### config.mk
export PLATFORM = sky130hd
export DESIGN_NAME = csr_unit
export DESIGN_NICKNAME = d
export VERILOG_FILES = /design/src/csr_pkg.sv /design/src/csr_trap_ctrl.sv /design/src/csr_rmw_alu.sv /design/src/csr_regfile.sv /design/src/csr_unit.sv
export VERILOG_INCLUDE_DIRS = /design/src /design/src/src
export SDC_FILE = /design/constraint.sdc
export NUM_CORES = 1
export LEC_CHECK = 0
export ABC_CLOCK_PERIOD_IN_PS = 7000
export BUFFER_PORTS_ARGS = -buffer_cell sky130_fd_sc_hd__buf_2
export CORE_MARGIN = 3
export CORE_UTILIZATION = 33
export DETAILED_ROUTE_END_ITERATION = 8
export SLEW_MARGIN = 10
export SYNTH_ARGS = -nofsm -noshare
export SYNTH_HDL_FRONTEND = slang
export SYNTH_SLANG_ARGS = --single-unit
### constraint.sdc
create_clock -name clk -period 7 [get_ports clk]
set_clock_uncertainty 0.1 [all_clocks]
set_input_delay 0.35 -clock clk [delete_from_list [all_inputs] [get_ports clk]]
set_output_delay 0.35 -clock clk [all_outputs]
set_load 0.03 [all_outputs]
### src/csr_config.svh
// csr unit config: data width, csr map, funct3 codes, trap causes and reset values
`ifndef CSR_CONFIG_SVH
`define CSR_CONFIG_SVH

`define CSR_XLEN 32  // rv32 data path

// machine information registers
`define CSR_ADDR_MVENDORID 12'hF11
`define CSR_ADDR_MARCHID   12'hF12
`define CSR_ADDR_MIMPID    12'hF13
`define CSR_ADDR_MHARTID   12'hF14

// trap setup and handling
`define CSR_ADDR_MSTATUS  12'h300
`define CSR_ADDR_MISA     12'h301
`define CSR_ADDR_MIE      12'h304
`define CSR_ADDR_MTVEC    12'h305
`define CSR_ADDR_MSCRATCH 12'h340
`define CSR_ADDR_MEPC     12'h341
`define CSR_ADDR_MCAUSE   12'h342
`define CSR_ADDR_MIP      12'h344

// funct3 of the zicsr instructions
`define CSR_OP_RW  3'b001
`define CSR_OP_RS  3'b010
`define CSR_OP_RC  3'b011
`define CSR_OP_RWI 3'b101
`define CSR_OP_RSI 3'b110
`define CSR_OP_RCI 3'b111

`define CSR_CAUSE_EXT_IRQ   4'd11  // machine external interrupt
`define CSR_CAUSE_SW_IRQ    4'd3
`define CSR_CAUSE_TIMER_IRQ 4'd7
`define CSR_CAUSE_ILLEGAL   4'd2
`define CSR_CAUSE_ECALL     4'd11  // ecall from m-mode
`define CSR_CAUSE_EBREAK    4'd3

`define CSR_MISA_VALUE      32'h4000_0100  // mxl=1 with the i extension
`define CSR_TRAP_ADDR_RESET 32'h0000_0000  // mtvec after reset, direct mode

`endif

### src/csr_pkg.sv
// csr package: packed bundles passed between the csr unit blocks and the testbench
package csr_pkg;

`include "csr_config.svh"

  // csr instruction sitting in execute
  typedef struct packed {
    logic                 valid;     // system opcode in this stage
    logic [2:0]           funct3;    // csr operation
    logic [11:0]          addr;      // csr index from the immediate
    logic [4:0]           rs1;       // rs1 index, also the zimm operand
    logic [`CSR_XLEN-1:0] rs1_data;  // register operand
  } csr_instr_t;

  // interrupt pins
  typedef struct packed {
    logic ext;
    logic sw;
    logic timer;
  } irq_t;

  // exception and return strobes from decode
  typedef struct packed {
    logic illegal;
    logic ecall;
    logic ebreak;
    logic mret;
  } except_t;

  // csr bits that steer trap detection
  typedef struct packed {
    logic mstatus_mie;  // global enable
    logic meie;
    logic msie;
    logic mtie;
    logic meip;         // pending bits as sampled
    logic msip;
    logic mtip;
    logic mtvec_vec;    // vectored mode
  } csr_state_t;

  // per-cycle trap decision
  typedef struct packed {
    logic       take_trap;     // first cycle of a trap only
    logic       take_mret;
    logic       is_interrupt;
    logic [3:0] cause;
  } trap_cmd_t;

endpackage

### src/csr_trap_ctrl.sv
// trap controller: detects interrupts and exceptions, picks the cause, makes trap and mret pulses
`timescale 1ns/10ps
`include "csr_config.svh"

module csr_trap_ctrl (
  input  logic                clk,
  input  logic                rst,
  input  logic                clk_en,
  input  logic                writeback_change_pc,
  input  csr_pkg::except_t    exc,
  input  csr_pkg::csr_state_t state,
  output csr_pkg::trap_cmd_t  cmd,
  output logic                go_to_trap_q,        // one cycle after trap entry
  output logic                return_from_trap_q   // one cycle after mret
);

  logic ext_pend;   // enabled and pending
  logic sw_pend;
  logic tmr_pend;
  logic irq_any;
  logic exc_any;
  logic trap_det;   // some trap wants in this cycle

  // interrupt pending needs the global enable, its own enable and its pending bit
  always_comb begin
    ext_pend = state.mstatus_mie & state.meie & state.meip;
    sw_pend  = state.mstatus_mie & state.msie & state.msip;
    tmr_pend = state.mstatus_mie & state.mtie & state.mtip;
    irq_any  = ext_pend | sw_pend | tmr_pend;
  end

  // a flushed instruction raises nothing
  assign exc_any  = (exc.illegal | exc.ecall | exc.ebreak) & ~writeback_change_pc;
  assign trap_det = clk_en & (irq_any | exc_any);

  always_comb begin
    cmd.take_trap    = trap_det & ~go_to_trap_q;  // enter once per event
    // mret loses to a trap in the same cycle
    cmd.take_mret    = clk_en & exc.mret & ~writeback_change_pc & ~trap_det;
    cmd.is_interrupt = irq_any;
    // interrupts first, ext > sw > timer, then sync exceptions
    if (ext_pend) begin
      cmd.cause = `CSR_CAUSE_EXT_IRQ;
    end else if (sw_pend) begin
      cmd.cause = `CSR_CAUSE_SW_IRQ;
    end else if (tmr_pend) begin
      cmd.cause = `CSR_CAUSE_TIMER_IRQ;
    end else if (exc.illegal) begin
      cmd.cause = `CSR_CAUSE_ILLEGAL;
    end else if (exc.ecall) begin
      cmd.cause = `CSR_CAUSE_ECALL;
    end else if (exc.ebreak) begin
      cmd.cause = `CSR_CAUSE_EBREAK;
    end else begin
      cmd.cause = 4'd0;  // no trap, value unused
    end
  end

  // registered pulses toward fetch
  always_ff @(posedge clk or negedge rst) begin
    if (!rst) begin
      go_to_trap_q       <= 1'b0;
      return_from_trap_q <= 1'b0;
    end else if (clk_en) begin
      go_to_trap_q       <= cmd.take_trap;
      return_from_trap_q <= cmd.take_mret;
    end else begin
      // a stalled stage must not redirect the pc
      go_to_trap_q       <= 1'b0;
      return_from_trap_q <= 1'b0;
    end
  end

endmodule

### src/csr_rmw_alu.sv
// csr rmw alu: new csr value from the funct3 operation, old value and operand
`timescale 1ns/10ps
`include "csr_config.svh"

module csr_rmw_alu (
  input  logic [2:0]           funct3,
  input  logic [`CSR_XLEN-1:0] old_value,
  input  logic [4:0]           rs1,        // zimm for the immediate forms
  input  logic [`CSR_XLEN-1:0] rs1_data,
  output logic [`CSR_XLEN-1:0] new_value
);

  logic [`CSR_XLEN-1:0] operand;

  // funct3[2] marks the immediate forms
  assign operand = funct3[2] ? {{(`CSR_XLEN-5){1'b0}}, rs1} : rs1_data;

  always_comb begin
    case (funct3)
      `CSR_OP_RW,
      `CSR_OP_RWI: new_value = operand;                 // plain write
      `CSR_OP_RS,
      `CSR_OP_RSI: new_value = old_value | operand;     // set bits
      `CSR_OP_RC,
      `CSR_OP_RCI: new_value = old_value & ~operand;    // clear bits
      default:     new_value = '0;
    endcase
  end

endmodule

### src/csr_regfile.sv
// csr register file: storage, address decode, read mux, trap side updates and registered outputs
`timescale 1ns/10ps
`include "csr_config.svh"

module csr_regfile (
  input  logic                 clk,
  input  logic                 rst,
  input  logic                 clk_en,
  input  logic                 writeback_change_pc,
  input  csr_pkg::csr_instr_t  instr,
  input  csr_pkg::irq_t        irq,
  input  logic [`CSR_XLEN-1:0] pc,
  input  csr_pkg::trap_cmd_t   cmd,
  input  logic [`CSR_XLEN-1:0] new_value,
  output logic [`CSR_XLEN-1:0] old_value,
  output csr_pkg::csr_state_t  state,
  output logic [`CSR_XLEN-1:0] csr_out,
  output logic [`CSR_XLEN-1:0] trap_address,
  output logic [`CSR_XLEN-1:0] return_address
);

  localparam logic [`CSR_XLEN-1:0] TRAP_RESET = `CSR_TRAP_ADDR_RESET;

  logic                 mstatus_mie, mstatus_mpie;
  logic [1:0]           mstatus_mpp;
  logic                 mie_meie, mie_mtie, mie_msie;
  logic                 mip_meip, mip_mtip, mip_msip;  // sampled pins
  logic [`CSR_XLEN-3:0] mtvec_base;                    // word aligned base
  logic [1:0]           mtvec_mode;                    // 0 direct, 1 vectored
  logic [`CSR_XLEN-1:0] mscratch, mepc;
  logic                 mcause_int;
  logic [3:0]           mcause_code;
  logic                 wr_en;
  logic [`CSR_XLEN-1:0] vec_addr;                      // base + 4 * cause

  // write only for a live csr op that is not being flushed
  assign wr_en = instr.valid & (instr.funct3 != 3'b000) & clk_en & ~writeback_change_pc;
  assign vec_addr = {mtvec_base, 2'b00} + {{(`CSR_XLEN-6){1'b0}}, cmd.cause, 2'b00};

  // read mux, unmapped and id registers read zero
  always_comb begin
    old_value = '0;
    case (instr.addr)
      `CSR_ADDR_MSTATUS: begin
        old_value[3]     = mstatus_mie;
        old_value[7]     = mstatus_mpie;
        old_value[12:11] = mstatus_mpp;
      end
      `CSR_ADDR_MISA:     old_value = `CSR_MISA_VALUE;
      `CSR_ADDR_MIE: begin
        old_value[3]  = mie_msie;
        old_value[7]  = mie_mtie;
        old_value[11] = mie_meie;
      end
      `CSR_ADDR_MTVEC:    old_value = {mtvec_base, mtvec_mode};
      `CSR_ADDR_MSCRATCH: old_value = mscratch;
      `CSR_ADDR_MEPC:     old_value = mepc;
      `CSR_ADDR_MCAUSE: begin
        old_value[`CSR_XLEN-1] = mcause_int;
        old_value[3:0]         = mcause_code;
      end
      `CSR_ADDR_MIP: begin
        old_value[3]  = mip_msip;
        old_value[7]  = mip_mtip;
        old_value[11] = mip_meip;
      end
      default:            old_value = '0;
    endcase
  end

  assign state = '{mstatus_mie: mstatus_mie, meie: mie_meie, msie: mie_msie, mtie: mie_mtie,
                   meip: mip_meip, msip: mip_msip, mtip: mip_mtip, mtvec_vec: mtvec_mode[0]};

  always_ff @(posedge clk or negedge rst) begin
    if (!rst) begin
      mstatus_mie    <= 1'b0;
      mstatus_mpie   <= 1'b0;
      mstatus_mpp    <= 2'b11;  // machine mode only
      {mie_meie, mie_mtie, mie_msie} <= 3'b000;
      {mip_meip, mip_mtip, mip_msip} <= 3'b000;
      mtvec_base     <= TRAP_RESET[`CSR_XLEN-1:2];
      mtvec_mode     <= TRAP_RESET[1:0];
      mscratch       <= '0;
      mepc           <= '0;
      mcause_int     <= 1'b0;
      mcause_code    <= 4'd0;
      csr_out        <= '0;
      trap_address   <= {TRAP_RESET[`CSR_XLEN-1:2], 2'b00};
      return_address <= '0;
    end else begin
      {mip_meip, mip_mtip, mip_msip} <= {irq.ext, irq.timer, irq.sw};  // every edge
      // software write wins over trap and mret on mstatus
      if (wr_en && instr.addr == `CSR_ADDR_MSTATUS) begin
        mstatus_mie  <= new_value[3];
        mstatus_mpie <= new_value[7];
        mstatus_mpp  <= new_value[12:11];
      end else if (cmd.take_trap) begin
        mstatus_mpie <= mstatus_mie;  // remember enable, block nesting
        mstatus_mie  <= 1'b0;
        mstatus_mpp  <= 2'b11;
      end else if (cmd.take_mret) begin
        mstatus_mie  <= mstatus_mpie;
        mstatus_mpie <= 1'b1;
        mstatus_mpp  <= 2'b11;
      end
      if (wr_en && instr.addr == `CSR_ADDR_MIE) begin
        {mie_meie, mie_mtie, mie_msie} <= {new_value[11], new_value[7], new_value[3]};
      end
      if (wr_en && instr.addr == `CSR_ADDR_MTVEC) begin
        mtvec_base <= new_value[`CSR_XLEN-1:2];
        mtvec_mode <= new_value[1:0];
      end
      if (wr_en && instr.addr == `CSR_ADDR_MSCRATCH) mscratch <= new_value;
      // trap entry overrides a software write of mepc or mcause
      if (cmd.take_trap) begin
        mepc        <= pc;
        mcause_int  <= cmd.is_interrupt;
        mcause_code <= cmd.cause;
      end else begin
        if (wr_en && instr.addr == `CSR_ADDR_MEPC) mepc <= {new_value[`CSR_XLEN-1:2], 2'b00};
        if (wr_en && instr.addr == `CSR_ADDR_MCAUSE) begin
          mcause_int  <= new_value[`CSR_XLEN-1];
          mcause_code <= new_value[3:0];
        end
      end
      if (clk_en) begin
        csr_out        <= old_value;  // old value goes to rd
        return_address <= mepc;       // mepc before this edge
        // only interrupts use the vector table
        trap_address   <= (mtvec_mode[0] && cmd.is_interrupt) ? vec_addr
                                                              : {mtvec_base, 2'b00};
      end
    end
  end

endmodule

### src/csr_unit.sv
// csr unit: machine-mode csr file with trap entry and mret for an rv32i execute stage
`timescale 1ns/10ps
`include "csr_config.svh"

module csr_unit (
  input  logic                 clk,
  input  logic                 rst,                  // async, active low
  input  logic                 clk_en,               // stage enable
  input  logic                 writeback_change_pc,  // flush of this stage
  input  csr_pkg::csr_instr_t  instr,
  input  csr_pkg::irq_t        irq,
  input  csr_pkg::except_t     exc,
  input  logic [`CSR_XLEN-1:0] pc,
  output logic [`CSR_XLEN-1:0] csr_out,              // old csr value for rd
  output logic [`CSR_XLEN-1:0] trap_address,
  output logic [`CSR_XLEN-1:0] return_address,       // mepc
  output logic                 go_to_trap_q,
  output logic                 return_from_trap_q
);

  csr_pkg::csr_state_t  state;      // regfile to controller
  csr_pkg::trap_cmd_t   cmd;        // controller to regfile
  logic [`CSR_XLEN-1:0] old_value;  // current value at instr.addr
  logic [`CSR_XLEN-1:0] new_value;  // value after the rmw op

  csr_trap_ctrl u_trap_ctrl (
    .clk                (clk),
    .rst                (rst),
    .clk_en             (clk_en),
    .writeback_change_pc(writeback_change_pc),
    .exc                (exc),
    .state              (state),
    .cmd                (cmd),
    .go_to_trap_q       (go_to_trap_q),
    .return_from_trap_q (return_from_trap_q)
  );

  csr_rmw_alu u_rmw_alu (
    .funct3   (instr.funct3),
    .old_value(old_value),
    .rs1      (instr.rs1),
    .rs1_data (instr.rs1_data),
    .new_value(new_value)
  );

  csr_regfile u_regfile (
    .clk                (clk),
    .rst                (rst),
    .clk_en             (clk_en),
    .writeback_change_pc(writeback_change_pc),
    .instr              (instr),
    .irq                (irq),
    .pc                 (pc),
    .cmd                (cmd),
    .new_value          (new_value),
    .old_value          (old_value),
    .state              (state),
    .csr_out            (csr_out),
    .trap_address       (trap_address),
    .return_address     (return_address)
  );

endmodule

* After elaboration in Yosys (flattened, before gate mapping)
Index checks and enable logic that the tools add are counted.
** Word-level totals
- Input bits :: 96
- Output and inout bits :: 98
- ROM bits :: 0
- Memories kept :: 0
- Bits in latches :: 0
- Bits in registers :: 209
- Bits in writable memories :: 0
** Operators by class
- $lt $le $gt $ge :: 0
- Shift operators :: 0
- Reduce and logical (&&, ||, !) cells :: 14
- Multiply operators :: 0
- Eq/ne operators :: 14
- Bitwise operators :: 26
- Add/subtract/negate cells :: 1
- Divide/modulo/power cells :: 0
- Mux-type cells :: 35
** Operators with widths (count)
- 2-to-1 mux 32 bit :: 4
- equality test 12 x 10 -> 1 bit, second input constant :: 8
- case mux 32 bit (3 select lines) :: 1
- case mux 18 bit (4 select lines) :: 1
- adder 32 x 6 -> 32 bit :: 1
- bitwise AND 32 bit :: 1
- NOT 32 bit :: 1
- bitwise OR 32 bit :: 1
- 2-to-1 mux 4 bit :: 7
- case mux 3 bit (4 select lines) :: 2
- bitwise AND 1 bit :: 15
- case mux 1 bit (6 select lines) :: 2
- 2-to-1 mux 1 bit :: 10
- equality test 3 bit, second input constant :: 3
- case mux 3 bit (3 select lines) :: 1
- 2-to-1 mux 2 bit :: 4
- case mux 1 bit (4 select lines) :: 2
- logical AND 1 bit :: 7
- case mux 1 bit (7 select lines) :: 1
- equality test 3 x 2 -> 1 bit, second input constant :: 2
- nonzero test 3 bit :: 2
- OR reduction 2 bit :: 3
- bitwise OR 1 bit :: 5
- nonzero test 2 bit :: 2
- 2 further kinds :: 4

* Longest topological paths before layout
- Word-level depth :: 11
- Mapped depth :: 13

* By module
From an unflattened synthesis, not the netlist that was laid out.
** Second synthesis, totals
- Cells, all modules :: 1010
- Area, all modules :: 10948.0 µm²
** Modules (own cells, without submodules)
- csr_regfile :: instances 1, area each 9999.6 µm², cells an instance 879
- csr_rmw_alu :: instances 1, area each 758.2 µm², cells an instance 107
- csr_trap_ctrl :: instances 1, area each 190.2 µm², cells an instance 24

* Least setup slack after synthesis
No wires, ideal clock.
- Path type :: register -> register
- Start :: reg u_regfile.mstatus_mie
- End :: reg u_regfile.trap_address[30]
- Data required time :: 6.818 ns
- Cell stages (with the launch flop) :: 14
- Buffers on the path :: 2
- Setup slack :: 4.210 ns
- Setup time :: 0.082 ns
- Arrival time :: 2.608 ns
- Cell sequence :: dfrtp_1 buf_2 nand3_1 a21boi_0 o21ai_0 ha_1 inv_1 fa_1 nor2b_1 o21a_1 o2111ai_2 clkbuf_1 or3_1 a31oi_1
** Between the ends
- Word-level cells in the longest chain between the ends :: 7
- Elaborated cells between the ends (all ways) :: 14
- Those cells by class :: 1 x add/sub; 4 x mux; 8 x bitwise; 1 x reduce/logical
** RTL lines
- start: declaration :: RTL line csr_regfile.sv:24 : logic mstatus_mie, mstatus_mpie;
- start signal: assignment :: RTL line csr_regfile.sv:94 : mstatus_mie <= new_value[3];
- start signal: assignment :: RTL line csr_regfile.sv:102 : mstatus_mie <= mstatus_mpie;
- bitwise AND 1 bit (2 in a row) :: RTL line csr_trap_ctrl.sv:28 : tmr_pend = state.mstatus_mie & state.mtie & state.mtip;
- 2-to-1 mux 4 bit :: RTL line csr_trap_ctrl.sv:46 : end else if (tmr_pend) begin
- 2-to-1 mux 4 bit :: RTL line csr_trap_ctrl.sv:44 : end else if (sw_pend) begin
- 2-to-1 mux 4 bit :: RTL line csr_trap_ctrl.sv:42 : if (ext_pend) begin
- adder 32 x 6 -> 32 bit :: RTL line csr_regfile.sv:38 : assign vec_addr = {mtvec_base, 2'b00} + {{(`CSR_XLEN-6){1'b0}}, cmd.cause, 2'b00};
- 2-to-1 mux 32 bit * :: RTL line csr_regfile.sv:130 : trap_address <= (mtvec_mode[0] && cmd.is_interrupt) ? vec_addr
- end signal: assignment :: RTL line csr_regfile.sv:88 : trap_address <= {TRAP_RESET[`CSR_XLEN-1:2], 2'b00};
- end signal: assignment :: RTL line csr_regfile.sv:130
- end: declaration :: RTL line csr_regfile.sv:18 : output logic [`CSR_XLEN-1:0] trap_address,
Every way passes the cells marked *; elsewhere a longest branch is shown, timed or not.
A chain may end at the register's enable or synchronous reset.

* Worst setup path in the final report
- Start :: reg u_regfile.mstatus_mie
- End :: reg u_regfile.trap_address[28]
The elaborated chain is that of the path after synthesis.

==> results.md <==
* Run status: complete, no violations
* Routed wire per std cell at ~20 um
* Count of standard-cell rows at between 60 and 70
* Overall power after layout at ~3.1 mW
* Fin crit share at around half
* Category of the worst setup path capture point: flop
* Number of DRC violations after detailed-routing iteration 0 at between 900 and 1,000
* Antenna-violating nets left at 0
* Unique masters post-synth at between 70 and 80
* Layout overhead on the synthesized area at 21.98%
* Setup_tns at 0 ns
* Half-perimeter wire length after detailed placement at roughly 26,000 um
* Start-to-end type of the worst setup path: reg2reg
* Filler cell count in the final layout at 3,267
* Count of antenna diodes in the layout at 0
* Number of nets in the layout at ~1,400
* Number of warnings issued by yosys at 0
* Area share of fa/ha/maj cells after synthesis at 0.6503%
* Placed standard-cell area at around 12,000 sq um
* XOR/XNOR share of the synthesized area at around 1.2%
* Clock latency of the later-clocked register in the worst-skew pair at ~0.51 ns
* Register area at between 5000 and 6000 sq um
* Data arrival time of the worst path at approximately 3.8 ns
* Die Area at roughly 35,000 sq um
* Post-layout minimum cycle time at roughly 3.4 ns
* EDFF count, synth at 0
* Clock Sink Count at around 210
* TritonCTS clock tree: yes
* Largest stage delay on the critical path at between 0.6 and 0.7 ns
* Worst min-delay path class: in2reg
* Number of global-route vias before repair at between 9,000 and 10,000
* Wire length of the first global-routing pass at 56,590 um
* Met1 usage at between 30% and 40%
* Initial standard-cell utilization of the core at approximately a third
* Worst relative slew slack at between 20% and 30%
* Maximum number of pins on one net before global-route repair at between 70 and 80
* Sequential share of the synthesized area at 48.10%
* Ratio of cells with drive above 1 in the final layout at a little over a fifth
* X dimension of the die at 186.7 um
* Most common library cell in the layout ignoring fill and taps: sky130_fd_sc_hd__dfrtp_1
* Worst hold path depth at 3
* Sort of element at the start of the critical path: flop
* Overall via count from detail_route at roughly 10,000
* Post-CTS setup-driven buffer insertion count at 0
* Logic depth of the worst register-to-register path at 11
* Unrepaired setup endpoints after global routing: no
* Cell area power density at approximately 240 nW/um^2
* Synth Area in Compound Gates at 21.03%
* Post-synth ARST share at 100.0%
* Aggregate global-route resource usage at between 20% and 30%
* Count of mapped cells out of synthesis at approximately 1,200
* I/O Pins at around 190
* # H-tree levels at 1
* Number of storage elements in the synthesis netlist at around 210
* Proportion of synthesized area in mux cells at 5.516%
* Endpoints failing hold at 0
* Total grt overflow at 0
* Synthesized-area fraction occupied by and/or/nand/nor cells at between 10% and 20%
* CTS Buffer Depth at 3
* Worst-Margin Slew at 1.142 ns
* Cell type group with the largest total delay on the critical path: compound AO/OA/AOI/OAI gates
* M3 GR Usage at 3.419%
* Main combinational cell family by area after synthesis: compound AO/OA/AOI/OAI gates
* GPL Wtd Cong at 0.9327
* Met2 track demand over resource in global routing at 29.45%
* Total wire length at ~37,000 um
* Static Leakage at 5.735 nW
* Area of the mapped netlist at roughly 11,000 sq um
* # setup viols final at 0
* Most congested layer reported by global routing: met1
* Register clock-pin slew on the reported worst setup and hold paths at approximately 0.06 ns
* Slowest-stage cell, CP: sky130_fd_sc_hd__or4_1
* Syn Area/Cell at around 9 sq um
* Count of max-cap constraint violations at 0
* Worst endpoint required time at about 7.3 ns
* Top library cells by usage in the layout, fill and taps aside: 205 x sky130_fd_sc_hd__dfrtp_1, 189 x sky130_fd_sc_hd__buf_2, 162 x sky130_fd_sc_hd__nand2_1
* Count of cell instances traversed by the critical path at 11
* Core Footprint at 31,880 sq um
* Number of CTS-inserted buffers at 23
* Maximum vdd ir drop at ~0.13 mV
* Highest clock frequency the design can meet at roughly 300 MHz
* Number of vias per cell at 5.550
* Clock root buffer: sky130_fd_sc_hd__clkbuf_16
* CP Max Fanout at 17
* Antenna violations before repair at 0
* Die Y at around 190 um
* Synth Flop Type: sky130_fd_sc_hd__dfrtp_1
* Detailed-routing iteration count for the pre-antenna-repair pass at 5
* Final-report max-slew violation count at 0
* Post-route cell area at between 10,000 and 15,000 sq um
* Number of buffers and inverters on the critical path at 1
* Multi-input combinational cell area at about 5100 sq um
* Cell-by-cell trace of the critical path: nand3_1 > a21boi_0 > o21ai_0 > ha_1 > inv_1 > fa_1 > nor2b_1 > o21a_1 > o2111ai_2 > or4_1 > a31oi_1
* Number of buffers inserted by port buffering at roughly 190
* Drt drc at 0
## kinds of logic after synthesis
family,Yosys count
simple gates,429
xor+xnor,15
fa+ha+maj,5
flops,207
compound gates,337
mux,53
buf+inv,120
other cells,1
## stage by stage
| stage | instances | utilization (%) | hold WS [ns] | setup WS (ns) |
|---|---|---|---|---|
| floorplan | 1168 | - | -0.04559 | 4.210 |
| global placement | 1719 | 37.68 | 0.2778 | 3.486 |
| detailed placement | 1719 | 37.68 | 0.2842 | 3.400 |
| CTS | 1795 | 41.23 | 0.008613 | 3.619 |
| global route | 1795 | 41.23 | 0.06411 | 3.323 |
| finish | 1795 | 41.23 | 0.02917 | 3.577 |
## cell usage after synthesis, types with 9 or more instances
cell	number	area share (%)
sky130_fd_sc_hd__mux2i_1	11	1.0
sky130_fd_sc_hd__nand4_1	13	0.75
sky130_fd_sc_hd__nor3_1	12	0.56
sky130_fd_sc_hd__buf_2	29	1.3
sky130_fd_sc_hd__nor2_1	132	4.6
sky130_fd_sc_hd__a211oi_1	9	0.63
sky130_fd_sc_hd__inv_1	33	1.1
sky130_fd_sc_hd__nand2b_1	9	0.52
sky130_fd_sc_hd__dfrtp_1	205	48
sky130_fd_sc_hd__a221oi_1	19	1.5
sky130_fd_sc_hd__o21ai_0	77	3.6
sky130_fd_sc_hd__a311oi_1	21	1.7
sky130_fd_sc_hd__nand3_1	26	1.2
sky130_fd_sc_hd__clkbuf_1	51	1.8
sky130_fd_sc_hd__o31ai_1	58	4.0
sky130_fd_sc_hd__mux2_2	41	4.3
sky130_fd_sc_hd__a21oi_1	40	1.9
sky130_fd_sc_hd__or3_1	17	0.99
sky130_fd_sc_hd__a22oi_1	34	2.4
sky130_fd_sc_hd__a31oi_1	47	2.7
sky130_fd_sc_hd__nand2_1	162	5.6
sky130_fd_sc_hd__and3_1	10	0.58
## state kept, by name, indices dropped and copies added (netlist names), 2 cells and up
signal                    cells
u_regfile.csr_out            32
u_regfile.mcause_code         4
u_regfile.mepc               32
u_regfile.mscratch           32
u_regfile.mstatus_mpp         2
u_regfile.mtvec_base         30
u_regfile.mtvec_mode          2
u_regfile.return_address     32
u_regfile.trap_address       30
## report_power, final
| group | internal, mW | leakage [nW] | switching, mW | total (mW) |
|---|---|---|---|---|
| Combinational | 0.169 | 2.67 | 0.328 | 0.497 |
| Sequential | 1.29 | 2.69 | 0.0869 | 1.38 |
| Clock | 0.769 | 0.382 | 0.498 | 1.27 |
| Total | 2.23 | 5.74 | 0.913 | 3.15 |
## final timing paths
check	slack (ns)	endpoint	startpoint
worst max-delay path	3.58	u_regfile.trap_address[28]$_DFFE_PN0P_	u_regfile.mstatus_mie$_DFFE_PN0P_
worst min register to register	0.38	u_regfile.mscratch[2]$_DFFE_PN0P_	u_regfile.mscratch[2]$_DFFE_PN0P_
worst min-delay path	0.03	u_regfile.mepc[31]$_DFFE_PN0P_	pc[31]
min in group asynchronous	0.29	u_regfile.csr_out[27]$_DFFE_PN0P_	rst
max in group asynchronous	5.10	u_regfile.mepc[1]$_DFFE_PN0P_	rst
worst max register to register	3.58	u_regfile.trap_address[28]$_DFFE_PN0P_	u_regfile.mstatus_mie$_DFFE_PN0P_
## tightest hold or removal path, stage by stage
cell and delay, ns:
sky130_fd_sc_hd__buf_2 0.10, sky130_fd_sc_hd__nor2_1 0.04, sky130_fd_sc_hd__a21oi_1 0.10
## timing repair
action / CTS / global route
resized for setup: 0 / 0
endpoints found under the setup margin: 0 / 0
hold buffers: 35 / 0
hold endpoints to repair: 93 / 0
## area by class of cell
class	count	share of cell area, %
clock buffers	35	5.102
clock inverters	6	0.8282
inverters	35	0.9995
multi-input cells	841	38.91
flip-flops and latches	207	39.43
well taps	435	4.141
repair buffers	236	10.59
## layer usage
| layer | routed length [um] | vias up | part of all wire, % |
|---|---|---|---|
| li1 | - | 4626 | - |
| met1 | 17770 | 4878 | 49 |
| met2 | 15290 | 405 | 42 |
| met3 | 2687 | 53 | 7.4 |
| met4 | 782 | 0 | 2.1 |
| met5 | 0 | - | 0 |
Power figures use the tool's default switching activity.
